$ cat config.mk
export PLATFORM = sky130hd
export DESIGN_NAME = iu_top
export DESIGN_NICKNAME = d
export VERILOG_FILES = /design/src/common/iu_pkg.sv /design/src/verilog/iu_alu.sv /design/src/mul/iu_mul.sv /design/src/div/iu_div.sv /design/src/verilog/iu_wb_ctrl.sv /design/src/verilog/iu_top.sv
export SDC_FILE = /design/constraint.sdc
export NUM_CORES = 2
export LEC_CHECK = 0
export BUFFER_PORTS_ARGS = -buffer_cell sky130_fd_sc_hd__buf_4
export CAP_MARGIN = 20
export CORE_ASPECT_RATIO = 1.2
export CORE_MARGIN = 10
export CORE_UTILIZATION = 46
export CTS_BUF_LIST = sky130_fd_sc_hd__clkbuf_8
export CTS_CLUSTER_SIZE = 24
export DETAILED_ROUTE_END_ITERATION = 7
export GPL_TIMING_DRIVEN = 0
export PLACE_DENSITY_LB_ADDON = 0.3
export SYNTH_ARGS = -nofsm -noshare
export SYNTH_HDL_FRONTEND = slang
export SYNTH_SLANG_ARGS = --single-unit
$ cat constraint.sdc
create_clock -name forever_cpuclk -period 14.1 [get_ports forever_cpuclk]
set_input_delay 1.41 -clock forever_cpuclk [delete_from_list [all_inputs] [get_ports forever_cpuclk]]
set_output_delay 1.41 -clock forever_cpuclk [all_outputs]
set_load 0.005 [all_outputs]
$ cat src/common/iu_pkg.sv
// Integer unit shared definitions
package iu_pkg;

  localparam int XLEN      = 32;
  localparam int PREG_W    = 6;
  localparam int FUNC_W    = 4;
  localparam int DIV_STEPS = 32;
  localparam int DIV_CNT_W = $clog2(DIV_STEPS);

  // Execution unit select
  typedef enum logic [1:0] {
    UNIT_ALU = 2'd0,
    UNIT_MUL = 2'd1,
    UNIT_DIV = 2'd2
  } iu_unit_e;

  typedef enum logic [FUNC_W-1:0] {
    ALU_ADD  = 4'd0,
    ALU_SUB  = 4'd1,
    ALU_AND  = 4'd2,
    ALU_OR   = 4'd3,
    ALU_XOR  = 4'd4,
    ALU_SLL  = 4'd5,
    ALU_SRL  = 4'd6,
    ALU_SRA  = 4'd7,
    ALU_SLT  = 4'd8,
    ALU_SLTU = 4'd9
  } iu_alu_op_e;

  // MULH is signed x signed, MULHU unsigned x unsigned
  typedef enum logic [FUNC_W-1:0] {
    MUL_MUL   = 4'd0,
    MUL_MULH  = 4'd1,
    MUL_MULHU = 4'd2
  } iu_mul_op_e;

  typedef enum logic [FUNC_W-1:0] {
    DIV_DIV  = 4'd0,
    DIV_DIVU = 4'd1,
    DIV_REM  = 4'd2,
    DIV_REMU = 4'd3
  } iu_div_op_e;

  // Operation from the issue stage
  typedef struct packed {
    logic              vld;
    iu_unit_e          unit;
    logic [FUNC_W-1:0] func;
    logic [XLEN-1:0]   src0;
    logic [XLEN-1:0]   src1;
    logic [PREG_W-1:0] dst_preg;
  } iu_issue_t;

  // Finished result, used for forwarding, ex2 and write-back
  typedef struct packed {
    logic              vld;
    logic [PREG_W-1:0] preg;
    logic [XLEN-1:0]   data;
  } iu_rslt_t;

endpackage

$ cat src/verilog/iu_alu.sv
// Single-cycle ALU
`timescale 1ns/100ps

module iu_alu (
  input  logic [iu_pkg::FUNC_W-1:0] func,
  input  logic [iu_pkg::XLEN-1:0]   src0,
  input  logic [iu_pkg::XLEN-1:0]   src1,
  output logic [iu_pkg::XLEN-1:0]   rslt
);

  import iu_pkg::*;

  iu_alu_op_e op;
  logic [4:0] shamt;

  assign op = iu_alu_op_e'(func);

  // RV32 shifts only look at the low five bits
  assign shamt = src1[4:0];

  always_comb begin
    case (op)
      ALU_ADD: begin
        rslt = src0 + src1;
      end
      ALU_SUB: begin
        rslt = src0 - src1;
      end
      ALU_AND: begin
        rslt = src0 & src1;
      end
      ALU_OR: begin
        rslt = src0 | src1;
      end
      ALU_XOR: begin
        rslt = src0 ^ src1;
      end
      ALU_SLL: begin
        rslt = src0 << shamt;
      end
      ALU_SRL: begin
        rslt = src0 >> shamt;
      end
      ALU_SRA: begin
        rslt = $signed(src0) >>> shamt;
      end
      ALU_SLT: begin
        rslt = {{(XLEN-1){1'b0}}, $signed(src0) < $signed(src1)};
      end
      ALU_SLTU: begin
        rslt = {{(XLEN-1){1'b0}}, src0 < src1};
      end
      default: begin
        rslt = '0;
      end
    endcase
  end

endmodule

$ cat src/mul/iu_mul.sv
// Two-stage multiplier
`timescale 1ns/100ps

module iu_mul (
  input  logic                      forever_cpuclk,
  input  logic                      rst_n,
  input  logic                      flush,
  input  logic                      sel,
  input  logic [iu_pkg::FUNC_W-1:0] func,
  input  logic [iu_pkg::XLEN-1:0]   src0,
  input  logic [iu_pkg::XLEN-1:0]   src1,
  input  logic [iu_pkg::PREG_W-1:0] dst_preg,
  output iu_pkg::iu_rslt_t          mul_ex2
);

  import iu_pkg::*;

  iu_mul_op_e             op;
  logic                   signed_op;
  logic                   high_sel;
  logic [XLEN:0]          src0_ext;
  logic [XLEN:0]          src1_ext;
  logic [2*XLEN+1:0]      prod_full;
  logic [2*XLEN-1:0]      product;
  logic [XLEN-1:0]        rslt_ex1;

  assign op = iu_mul_op_e'(func);

  always_comb begin
    case (op)
      MUL_MULH: begin
        signed_op = 1'b1;
        high_sel  = 1'b1;
      end
      MUL_MULHU: begin
        signed_op = 1'b0;
        high_sel  = 1'b1;
      end
      default: begin
        signed_op = 1'b0;
        high_sel  = 1'b0;
      end
    endcase
  end

  // One extra bit so signed and unsigned share a signed multiplier
  assign src0_ext  = {signed_op & src0[XLEN-1], src0};
  assign src1_ext  = {signed_op & src1[XLEN-1], src1};
  assign prod_full = $signed(src0_ext) * $signed(src1_ext);
  assign product   = prod_full[2*XLEN-1:0];
  assign rslt_ex1  = high_sel ? product[2*XLEN-1:XLEN] : product[XLEN-1:0];

  // ex2 product register
  always_ff @(posedge forever_cpuclk) begin
    if (!rst_n) begin
      mul_ex2.vld <= 1'b0;
    end else begin
      mul_ex2.vld <= sel & ~flush;
    end
    if (sel) begin
      mul_ex2.preg <= dst_preg;
      mul_ex2.data <= rslt_ex1;
    end
  end

endmodule

$ cat src/div/iu_div.sv
// Iterative restoring divider
`timescale 1ns/100ps

module iu_div (
  input  logic                      forever_cpuclk,
  input  logic                      rst_n,
  input  logic                      flush,
  input  logic                      sel,
  input  logic [iu_pkg::FUNC_W-1:0] func,
  input  logic [iu_pkg::XLEN-1:0]   src0,
  input  logic [iu_pkg::XLEN-1:0]   src1,
  input  logic [iu_pkg::PREG_W-1:0] dst_preg,
  output iu_pkg::iu_rslt_t          div_ex2,
  output logic                      div_busy
);

  import iu_pkg::*;

  iu_div_op_e           op;
  logic                 is_signed;
  logic                 s0_neg;
  logic                 s1_neg;
  logic [XLEN-1:0]      dvd_abs;
  logic [XLEN-1:0]      dvs_abs;
  logic [DIV_CNT_W-1:0] cnt_q;
  logic                 last_step;
  logic [XLEN-1:0]      acc_q;
  logic [XLEN-1:0]      quo_q;
  logic [XLEN-1:0]      dvs_q;
  logic                 q_neg_q;
  logic                 r_neg_q;
  logic                 rem_sel_q;
  logic [PREG_W-1:0]    preg_q;
  logic [XLEN:0]        part_shift;
  logic [XLEN:0]        part_diff;
  logic [XLEN:0]        acc_nxt;
  logic [XLEN-1:0]      quo_nxt;
  logic [XLEN-1:0]      quo_fix;
  logic [XLEN-1:0]      rem_fix;

  // Operand magnitudes at issue
  assign op        = iu_div_op_e'(func);
  assign is_signed = (op == DIV_DIV) | (op == DIV_REM);
  assign s0_neg    = is_signed & src0[XLEN-1];
  assign s1_neg    = is_signed & src1[XLEN-1];
  assign dvd_abs   = s0_neg ? -src0 : src0;
  assign dvs_abs   = s1_neg ? -src1 : src1;

  assign last_step = div_busy & (cnt_q == DIV_CNT_W'(DIV_STEPS - 1));

  always_ff @(posedge forever_cpuclk) begin
    if (!rst_n || flush) begin
      div_busy <= 1'b0;
      cnt_q    <= '0;
    end else if (sel) begin
      div_busy <= 1'b1;
      cnt_q    <= '0;
    end else if (div_busy) begin
      cnt_q <= cnt_q + 1'b1;
      if (last_step) begin
        div_busy <= 1'b0;
      end
    end
  end

  // A zero divisor leaves the quotient unsigned, which gives all ones
  always_ff @(posedge forever_cpuclk) begin
    if (sel) begin
      acc_q     <= '0;
      quo_q     <= dvd_abs;
      dvs_q     <= dvs_abs;
      q_neg_q   <= (s0_neg ^ s1_neg) & (src1 != '0);
      r_neg_q   <= s0_neg;
      rem_sel_q <= (op == DIV_REM) | (op == DIV_REMU);
      preg_q    <= dst_preg;
    end else if (div_busy) begin
      acc_q <= acc_nxt[XLEN-1:0];
      quo_q <= quo_nxt;
    end
  end

  // One restoring step per cycle
  always_comb begin
    part_shift = {acc_q, quo_q[XLEN-1]};
    part_diff  = part_shift - {1'b0, dvs_q};
    if (part_diff[XLEN]) begin
      acc_nxt = part_shift;
      quo_nxt = {quo_q[XLEN-2:0], 1'b0};
    end else begin
      acc_nxt = part_diff;
      quo_nxt = {quo_q[XLEN-2:0], 1'b1};
    end
  end

  // Most negative / -1 falls out as dividend and zero remainder
  assign quo_fix = q_neg_q ? -quo_nxt : quo_nxt;
  assign rem_fix = r_neg_q ? -acc_nxt[XLEN-1:0] : acc_nxt[XLEN-1:0];

  always_ff @(posedge forever_cpuclk) begin
    if (!rst_n) begin
      div_ex2.vld <= 1'b0;
    end else begin
      div_ex2.vld <= last_step & ~flush;
    end
    if (last_step) begin
      div_ex2.preg <= preg_q;
      div_ex2.data <= rem_sel_q ? rem_fix : quo_fix;
    end
  end

endmodule

$ cat src/verilog/iu_wb_ctrl.sv
// Write-back and stall control
`timescale 1ns/100ps

module iu_wb_ctrl (
  input  logic                    forever_cpuclk,
  input  logic                    rst_n,
  input  logic                    flush,
  input  iu_pkg::iu_issue_t       issue,
  input  logic [iu_pkg::XLEN-1:0] alu_rslt,
  input  iu_pkg::iu_rslt_t        mul_ex2,
  input  iu_pkg::iu_rslt_t        div_ex2,
  input  logic                    div_busy,
  output iu_pkg::iu_rslt_t        wb,
  output iu_pkg::iu_rslt_t        ex1_fwd,
  output logic                    ex1_stall
);

  import iu_pkg::*;

  logic     alu_issue;
  logic     alu_go;
  logic     ex2_vld;
  iu_rslt_t wb_nxt;

  assign alu_issue = issue.vld & (issue.unit == UNIT_ALU);
  assign ex2_vld   = mul_ex2.vld | div_ex2.vld;

  // ex2 results own the write-back port, so a waiting ALU op holds
  assign ex1_stall = div_busy | (ex2_vld & alu_issue);
  assign alu_go    = alu_issue & ~ex1_stall & ~flush;

  always_comb begin
    ex1_fwd.vld  = alu_go;
    ex1_fwd.preg = issue.dst_preg;
    ex1_fwd.data = alu_rslt;
  end

  // Multiplier and divider never finish in the same cycle
  always_comb begin
    if (mul_ex2.vld) begin
      wb_nxt = mul_ex2;
    end else if (div_ex2.vld) begin
      wb_nxt = div_ex2;
    end else begin
      wb_nxt = ex1_fwd;
    end
  end

  always_ff @(posedge forever_cpuclk) begin
    if (!rst_n) begin
      wb.vld <= 1'b0;
    end else begin
      wb.vld <= wb_nxt.vld & ~flush;
    end
    wb.preg <= wb_nxt.preg;
    wb.data <= wb_nxt.data;
  end

endmodule

$ cat src/verilog/iu_top.sv
// Integer execution unit top
`timescale 1ns/100ps

module iu_top (
  input  logic              forever_cpuclk,
  input  logic              rst_n,
  input  logic              flush,
  input  iu_pkg::iu_issue_t issue,
  output iu_pkg::iu_rslt_t  wb,
  output iu_pkg::iu_rslt_t  ex1_fwd,
  output logic              ex1_stall
);

  import iu_pkg::*;

  logic            issue_go;
  logic            alu_sel;
  logic            mul_sel;
  logic            div_sel;
  logic [XLEN-1:0] alu_src0;
  logic [XLEN-1:0] alu_src1;
  logic [XLEN-1:0] alu_rslt;
  iu_rslt_t        mul_ex2;
  iu_rslt_t        div_ex2;
  logic            div_busy;

  assign issue_go = issue.vld & ~ex1_stall & ~flush;
  assign alu_sel  = issue_go & (issue.unit == UNIT_ALU);
  assign mul_sel  = issue_go & (issue.unit == UNIT_MUL);
  assign div_sel  = issue_go & (issue.unit == UNIT_DIV);

  // Keep the ALU inputs quiet unless it has an op
  assign alu_src0 = alu_sel ? issue.src0 : '0;
  assign alu_src1 = alu_sel ? issue.src1 : '0;

  iu_alu u_alu (
    .func (issue.func),
    .src0 (alu_src0  ),
    .src1 (alu_src1  ),
    .rslt (alu_rslt  )
  );

  iu_mul u_mul (
    .forever_cpuclk (forever_cpuclk),
    .rst_n          (rst_n         ),
    .flush          (flush         ),
    .sel            (mul_sel       ),
    .func           (issue.func    ),
    .src0           (issue.src0    ),
    .src1           (issue.src1    ),
    .dst_preg       (issue.dst_preg),
    .mul_ex2        (mul_ex2       )
  );

  iu_div u_div (
    .forever_cpuclk (forever_cpuclk),
    .rst_n          (rst_n         ),
    .flush          (flush         ),
    .sel            (div_sel       ),
    .func           (issue.func    ),
    .src0           (issue.src0    ),
    .src1           (issue.src1    ),
    .dst_preg       (issue.dst_preg),
    .div_ex2        (div_ex2       ),
    .div_busy       (div_busy      )
  );

  iu_wb_ctrl u_wb_ctrl (
    .forever_cpuclk (forever_cpuclk),
    .rst_n          (rst_n         ),
    .flush          (flush         ),
    .issue          (issue         ),
    .alu_rslt       (alu_rslt      ),
    .mul_ex2        (mul_ex2       ),
    .div_ex2        (div_ex2       ),
    .div_busy       (div_busy      ),
    .wb             (wb            ),
    .ex1_fwd        (ex1_fwd       ),
    .ex1_stall      (ex1_stall     )
  );

endmodule

# After elaboration in Yosys (flattened, before gate mapping)
# Index checks and enable logic that the tools add are counted.
# classes
order_cmp,2
shift,3
n_div,0
n_reduce_logical,8
mul,1
eq_ne,12
bitwise_logic,28
n_mux,20
addsub,8
# op_table
op,count
2-to-1 mux 32 bit,11
case mux 32 bit (10 select lines),1
negator 32 bit,4
2-to-1 mux 39 bit,2
< comparator 32 bit,2
multiplier 33 x 33 -> 64 bit,1
subtractor 33 x 32 -> 33 bit,1
adder 32 bit,1
bitwise AND 32 bit,1
bitwise OR 32 bit,1
nonzero test 32 bit,1
left shift 32 x 5 -> 32 bit,1
right shift 32 x 5 -> 32 bit,1
>>> shifter 32 x 5 -> 32 bit,1
subtractor 32 bit,1
XOR 32 bit,1
bitwise AND 1 bit,18
== test 4 x 3 -> 1 bit (second input constant),4
== test 4 x 2 -> 1 bit (second input constant),2
== test 4 bit (second input constant),2
2-to-1 mux 1 bit,6
adder 5 x 1 -> 5 bit (second input constant),1
== test 5 bit (second input constant),1
== test 4 x 1 -> 1 bit (second input constant),1
other kinds (11),16
# word_totals
ramBits,0
memories,0
output_inout_bits,79
romBits,0
latchBits,0
reg_bits,228

# Logic depth before layout (Yosys ltp)
# depth
ltp_word,14
ltp_mapped,35
mapped_depth_nobuf,30

# Hierarchy
# Synthesis repeated with hierarchy kept, for this count alone.
# hier_totals
hier_cells,6975
hier_area_um2,60957.2
# by_module_without_submodules
mod,area_per_inst_um2,cells_each,n_inst,seq_area_each_um2
iu_mul,39173.8,4267,1,1161.1
iu_div,10831.6,1230,1,4113.9
iu_alu,8464.4,1184,1,0.0
iu_wb_ctrl,1913.1,213,1,780.7
iu_top,574.3,81,1,0.0

# Least setup slack after synthesis
# No wires, ideal clock.
# synth_timing
path_type,input port to flip-flop
start,input port issue[7] (netlist name)
end,register u_mul.mul_ex2[31] (netlist name)
arrival_ps,10263
path_buffers,8
cell_stages,33
slack_ps,3567
path_cell_list,buf_2 clkbuf_1 clkbuf_1 buf_1 clkbuf_1 clkbuf_1 clkbuf_1 and2_1 fa_1 inv_1 fa_1 inv_1 fa_1 fa_1 fa_1 fa_1 inv_1 fa_1 inv_1 fa_1 ha_1 clkbuf_1 nand4_1 nor2_1 a2111oi_0 a31oi_1 a311o_1 a21oi_1 o311a_1 nor3_1 a311oi_1 xnor2_1 a21oi_1
# synth_via
elab_chain_cells,2
# synth_rtl
element,line_no,text
from (decl),iu_top.sv:8,"input iu_pkg::iu_issue_t issue,"
multiplier 33 x 33 -> 64 bit,iu_mul.sv:49,assign prod_full = $signed(src0_ext) * $signed(src1_ext);
2-to-1 mux 32 bit,iu_mul.sv:51,assign rslt_ex1 = high_sel ? product[2*XLEN-1:XLEN] : product[XLEN-1:0];
via u_mul.rslt_ex1[31],iu_mul.sv:25,logic [XLEN-1:0] rslt_ex1;
# The timed path passes the listed nets, and every way through them passes these cells.
# A chain may end at the register's enable or synchronous reset.

# Worst setup path after layout
# layout_timing
start,input port issue[69] (netlist name)
end,register u_mul.mul_ex2[28] (netlist name)
# layout_via
elab_chain_cells,3
# layout_rtl
element,line_no,text
bitwise AND 1 bit,iu_mul.sv:47,"assign src0_ext = {signed_op & src0[XLEN-1], src0};"
multiplier 33 x 33 -> 64 bit (*),iu_mul.sv:49,
2-to-1 mux 32 bit (*),iu_mul.sv:51,
via u_mul.rslt_ex1[28],iu_mul.sv:25,
# Mark *: on every way through the listed nets, which the timed path passes. The rest lies on a longest branch.

==> summary.md <==
| Metric | Value |
|---|---|
| Post-synth EDFFs | `149` |
| Syn Area/Cell | `8.50 um2` |
| Startpoint types | `input port` |
| Post-Syn Instances | `7142` |
| Layout cell share with drive strength beyond 1 | `5.28%` |
| Max cap viols | `0` |
| Vias in the first global route | `~56000` |
| RSZ-0062 raised after global routing | `false` |
| Synthesis-stage register bit count | `around 230` |
| CTS root buffer | `clkbuf_8` |
| Core footprint | `approximately 0.13 mm2` |
| Nets | `around 9000` |
| Die ar. | `0.147 mm2` |
| Cell Area, Synth | `0.0607 mm2` |
| Setup repair bufs after CTS | `0` |
| Most frequent cells after synthesis | `inv_1, fa_1, nand2_1` |
| Crit path DAT | `13.56 ns` |
| Via count | `~56000` |
| First-pass GRT wire length | `411000 um` |
| CP Max Fanout | `10` |
| Cts hold-fix bufs | `0` |
| Fmax | `75.9 MHz` |
| Clock transition at path regs | `0.06 ns` |
| # rows | `145` |
| Post-synth top area cell | `fa_1` |
| CTS max path bufs | `3` |
| Crit end category | `flop` |
| Num CTS Buffers | `39` |
| Slew Viols, Final | `0` |
| Initial core utilization | `46.5%` |
| Final setup vio count | `0` |
| Worst Hold End | `u_div.div_ex2[36]` |
| Fin crit share | `a little over 90%` |
| Mapped Nets | `between 8000 and 9000` |
| CTS sink count | `228` |
| Reg-to-reg endpoint | `u_wb_ctrl.wb[27]` |
| CP Launch Point | `issue[69]` |
| Internal reg-to-reg setup slack | `3.57 ns` |
| Final TNS setup | `0 ns` |
| Resize count post-CTS | `0` |
| DRC viols | `0` |
| Routability Congestion | `approximately 1.0` |
| Top-area cell type share of the netlist area | `37.2%` |
| Synth area leaders | `fa_1, inv_1, edfxtp_1, ha_1, nand2_1` |
| Top cell by count, worst path | `fa_1` |
| Vias per cell | `between 6 and 7` |
| Initial antenna violation count | `29` |
| Worst path slowest cell | `fa_1` |
| CTS tree | `yes` |
| Port bufs | `127` |
| Critical Path RT | `14.49 ns` |
| Worst R2R Path Depth | `23` |
| Rel. slew slack | `15.0%` |
| CP Class | `input port to flop` |
| Ports | `159` |
| Yosys cell types | `100` |
| Async S/R FF share, synth | `0%` |
| Worst slew pin tran | `1.27 ns` |
| Detail Placement HPWL | `242000 um` |
| H-tree depth | `2` |
| Seq/Total Area, Yosys | `9.98%` |
| Iter 0 DRT Violations | `between 6000 and 7000` |
| Worst skew pair latency | `0.58 ns` |
| Post-DRT Antenna Nets | `0` |
| All-Layer GR Usage | `39.2%` |
| Die height | `418 um` |
| Worst-case clock skew | `between 0.03 and 0.04 ns` |
| Area growth syn-to-layout | `7.49%` |
| Hold WC Path Type | `flop to flop` |
| Status | `complete, no violations` |
| Final Hold Vio Count | `0` |
| Worst Hold Depth | `0` |
| Grt ovf | `0` |
| Number of fill cells in the layout | `approximately 13000` |
| Largest net degree at the start of global routing | `43` |
| Post-synth top flop | `edfxtp_1` |
| Warnings from Yosys | `0` |
| Worst r2r src | `u_mul.mul_ex2[38]` |
| Routed WL per cell | `32.0 um` |
| Worst hold path startpoint | `u_div.preg_q[4]` |
| Die W | `352 um` |
| 1st-pass router iterations | `6` |
| Most numerous cell in the Yosys netlist | `inv_1` |
| Final WL | `291000 um` |
| Period minus WS final | `13.17 ns` |
| CP max stage delay | `around 0.95 ns` |
==> state kept, by name (all words and copies together), names as in the netlist <==
name,cells
u_wb_ctrl.wb,39
u_div.acc_q,32
u_mul.mul_ex2,39
u_div.div_ex2,39
u_div.quo_q,32
u_div.rem_sel_q,1
u_div.dvs_q,32
u_div.q_neg_q,1
u_div.preg_q,6
u_div.r_neg_q,1
u_div.cnt_q,5
u_div.div_busy,1
==> how the worst max path moves through the flow <==
stage / end / slack (ns) / cells after the start
2_1_floorplan: u_mul.mul_ex2[31] / 3.57 / 33
6_report: u_mul.mul_ex2[28] / 0.93 / 33
4_1_cts: u_mul.mul_ex2[28] / 1.19 / 33
3_5_place_dp: u_mul.mul_ex2[28] / 0.64 / 33
5_1_grt: u_mul.mul_ex2[28] / 0.59 / 33
3_3_place_gp: u_mul.mul_ex2[20] / 0.65 / 33
==> cell type report <==
type,instances,area (um2),share of cell area (%)
clock buffers,48,661,1.01
flip-flops and latches,228,6060,9.28
diodes,27,67.6,0.104
repair buffers,167,1520,2.33
inverters,1315,4940,7.57
multi-input cells,5132,47900,73.4
clock inverters,24,139,0.213
well taps,1690,2110,3.24
plain buffers,467,1850,2.83
==> worst max-delay path, delay by kind of cell <==
family	cells	cell delay, ns
buffers and inverters	13	4.58
AOI/OAI and AO/OA	8	1.76
adders and majority gates	9	4.79
and+or+nand+nor	3	1.01
==> kinds of logic after synthesis <==
kind of cell	after synthesis	share of synthesized area [%]
DFF	228	9.98
muxes	129	2.69
and+or+nand+nor	2157	16.4
buffers and inverters	1782	11.1
AOI/OAI and AO/OA	1159	12.4
adders and majority gates	1475	44.4
xor gates and xnor gates	212	3.06
==> cell usage in the layout, fill, tap and decap left out, drive strengths merged, types with 28 or more instances in the layout <==
cell type	instances
o31ai	48
nand2	1088
inv	1320
clkbuf	393
o21ai	293
mux2i	83
xnor2	134
nand2b	32
nand3	65
o22ai	40
nor2	321
a211oi	42
nor3	76
a21oi	305
dfxtp	79
fa	1128
ha	347
or3	42
o21a	28
edfxtp	149
a21o	68
and2	325
o211ai	38
a31oi	42
xor2	78
o21bai	33
buf	289
and3	53
nand4	32
==> metal layers <==
layer / track usage (%) / wire, um
met5: 0 / 99
met1: 46.5 / 103000
met2: 61.3 / 130000
met4: 31.7 / 29600
met3: 8.31 / 28600
==> per-stage QoR <==
| stage | setup slack, ns | std cells | utilization (%) | hold WS [ns] | instance area (um2) |
|---|---|---|---|---|---|
| after floorplan | 3.57 | 7142 | - | 0.400 | 60700 |
| after global placement | 0.655 | 8959 | 48.8 | 0.401 | 63800 |
| after detailed placement | 0.644 | 8995 | 49.2 | 0.410 | 64300 |
| after CTS | 1.19 | 9067 | 49.9 | 0.424 | 65100 |
| after global routing | 0.590 | 9077 | 49.9 | 0.431 | 65200 |
| final | 0.927 | 9098 | 49.9 | 0.419 | 65200 |
Power is left out: the tool's default activity adds up to more than one toggle a clock period on the data nets, which glitch-free logic cannot reach.
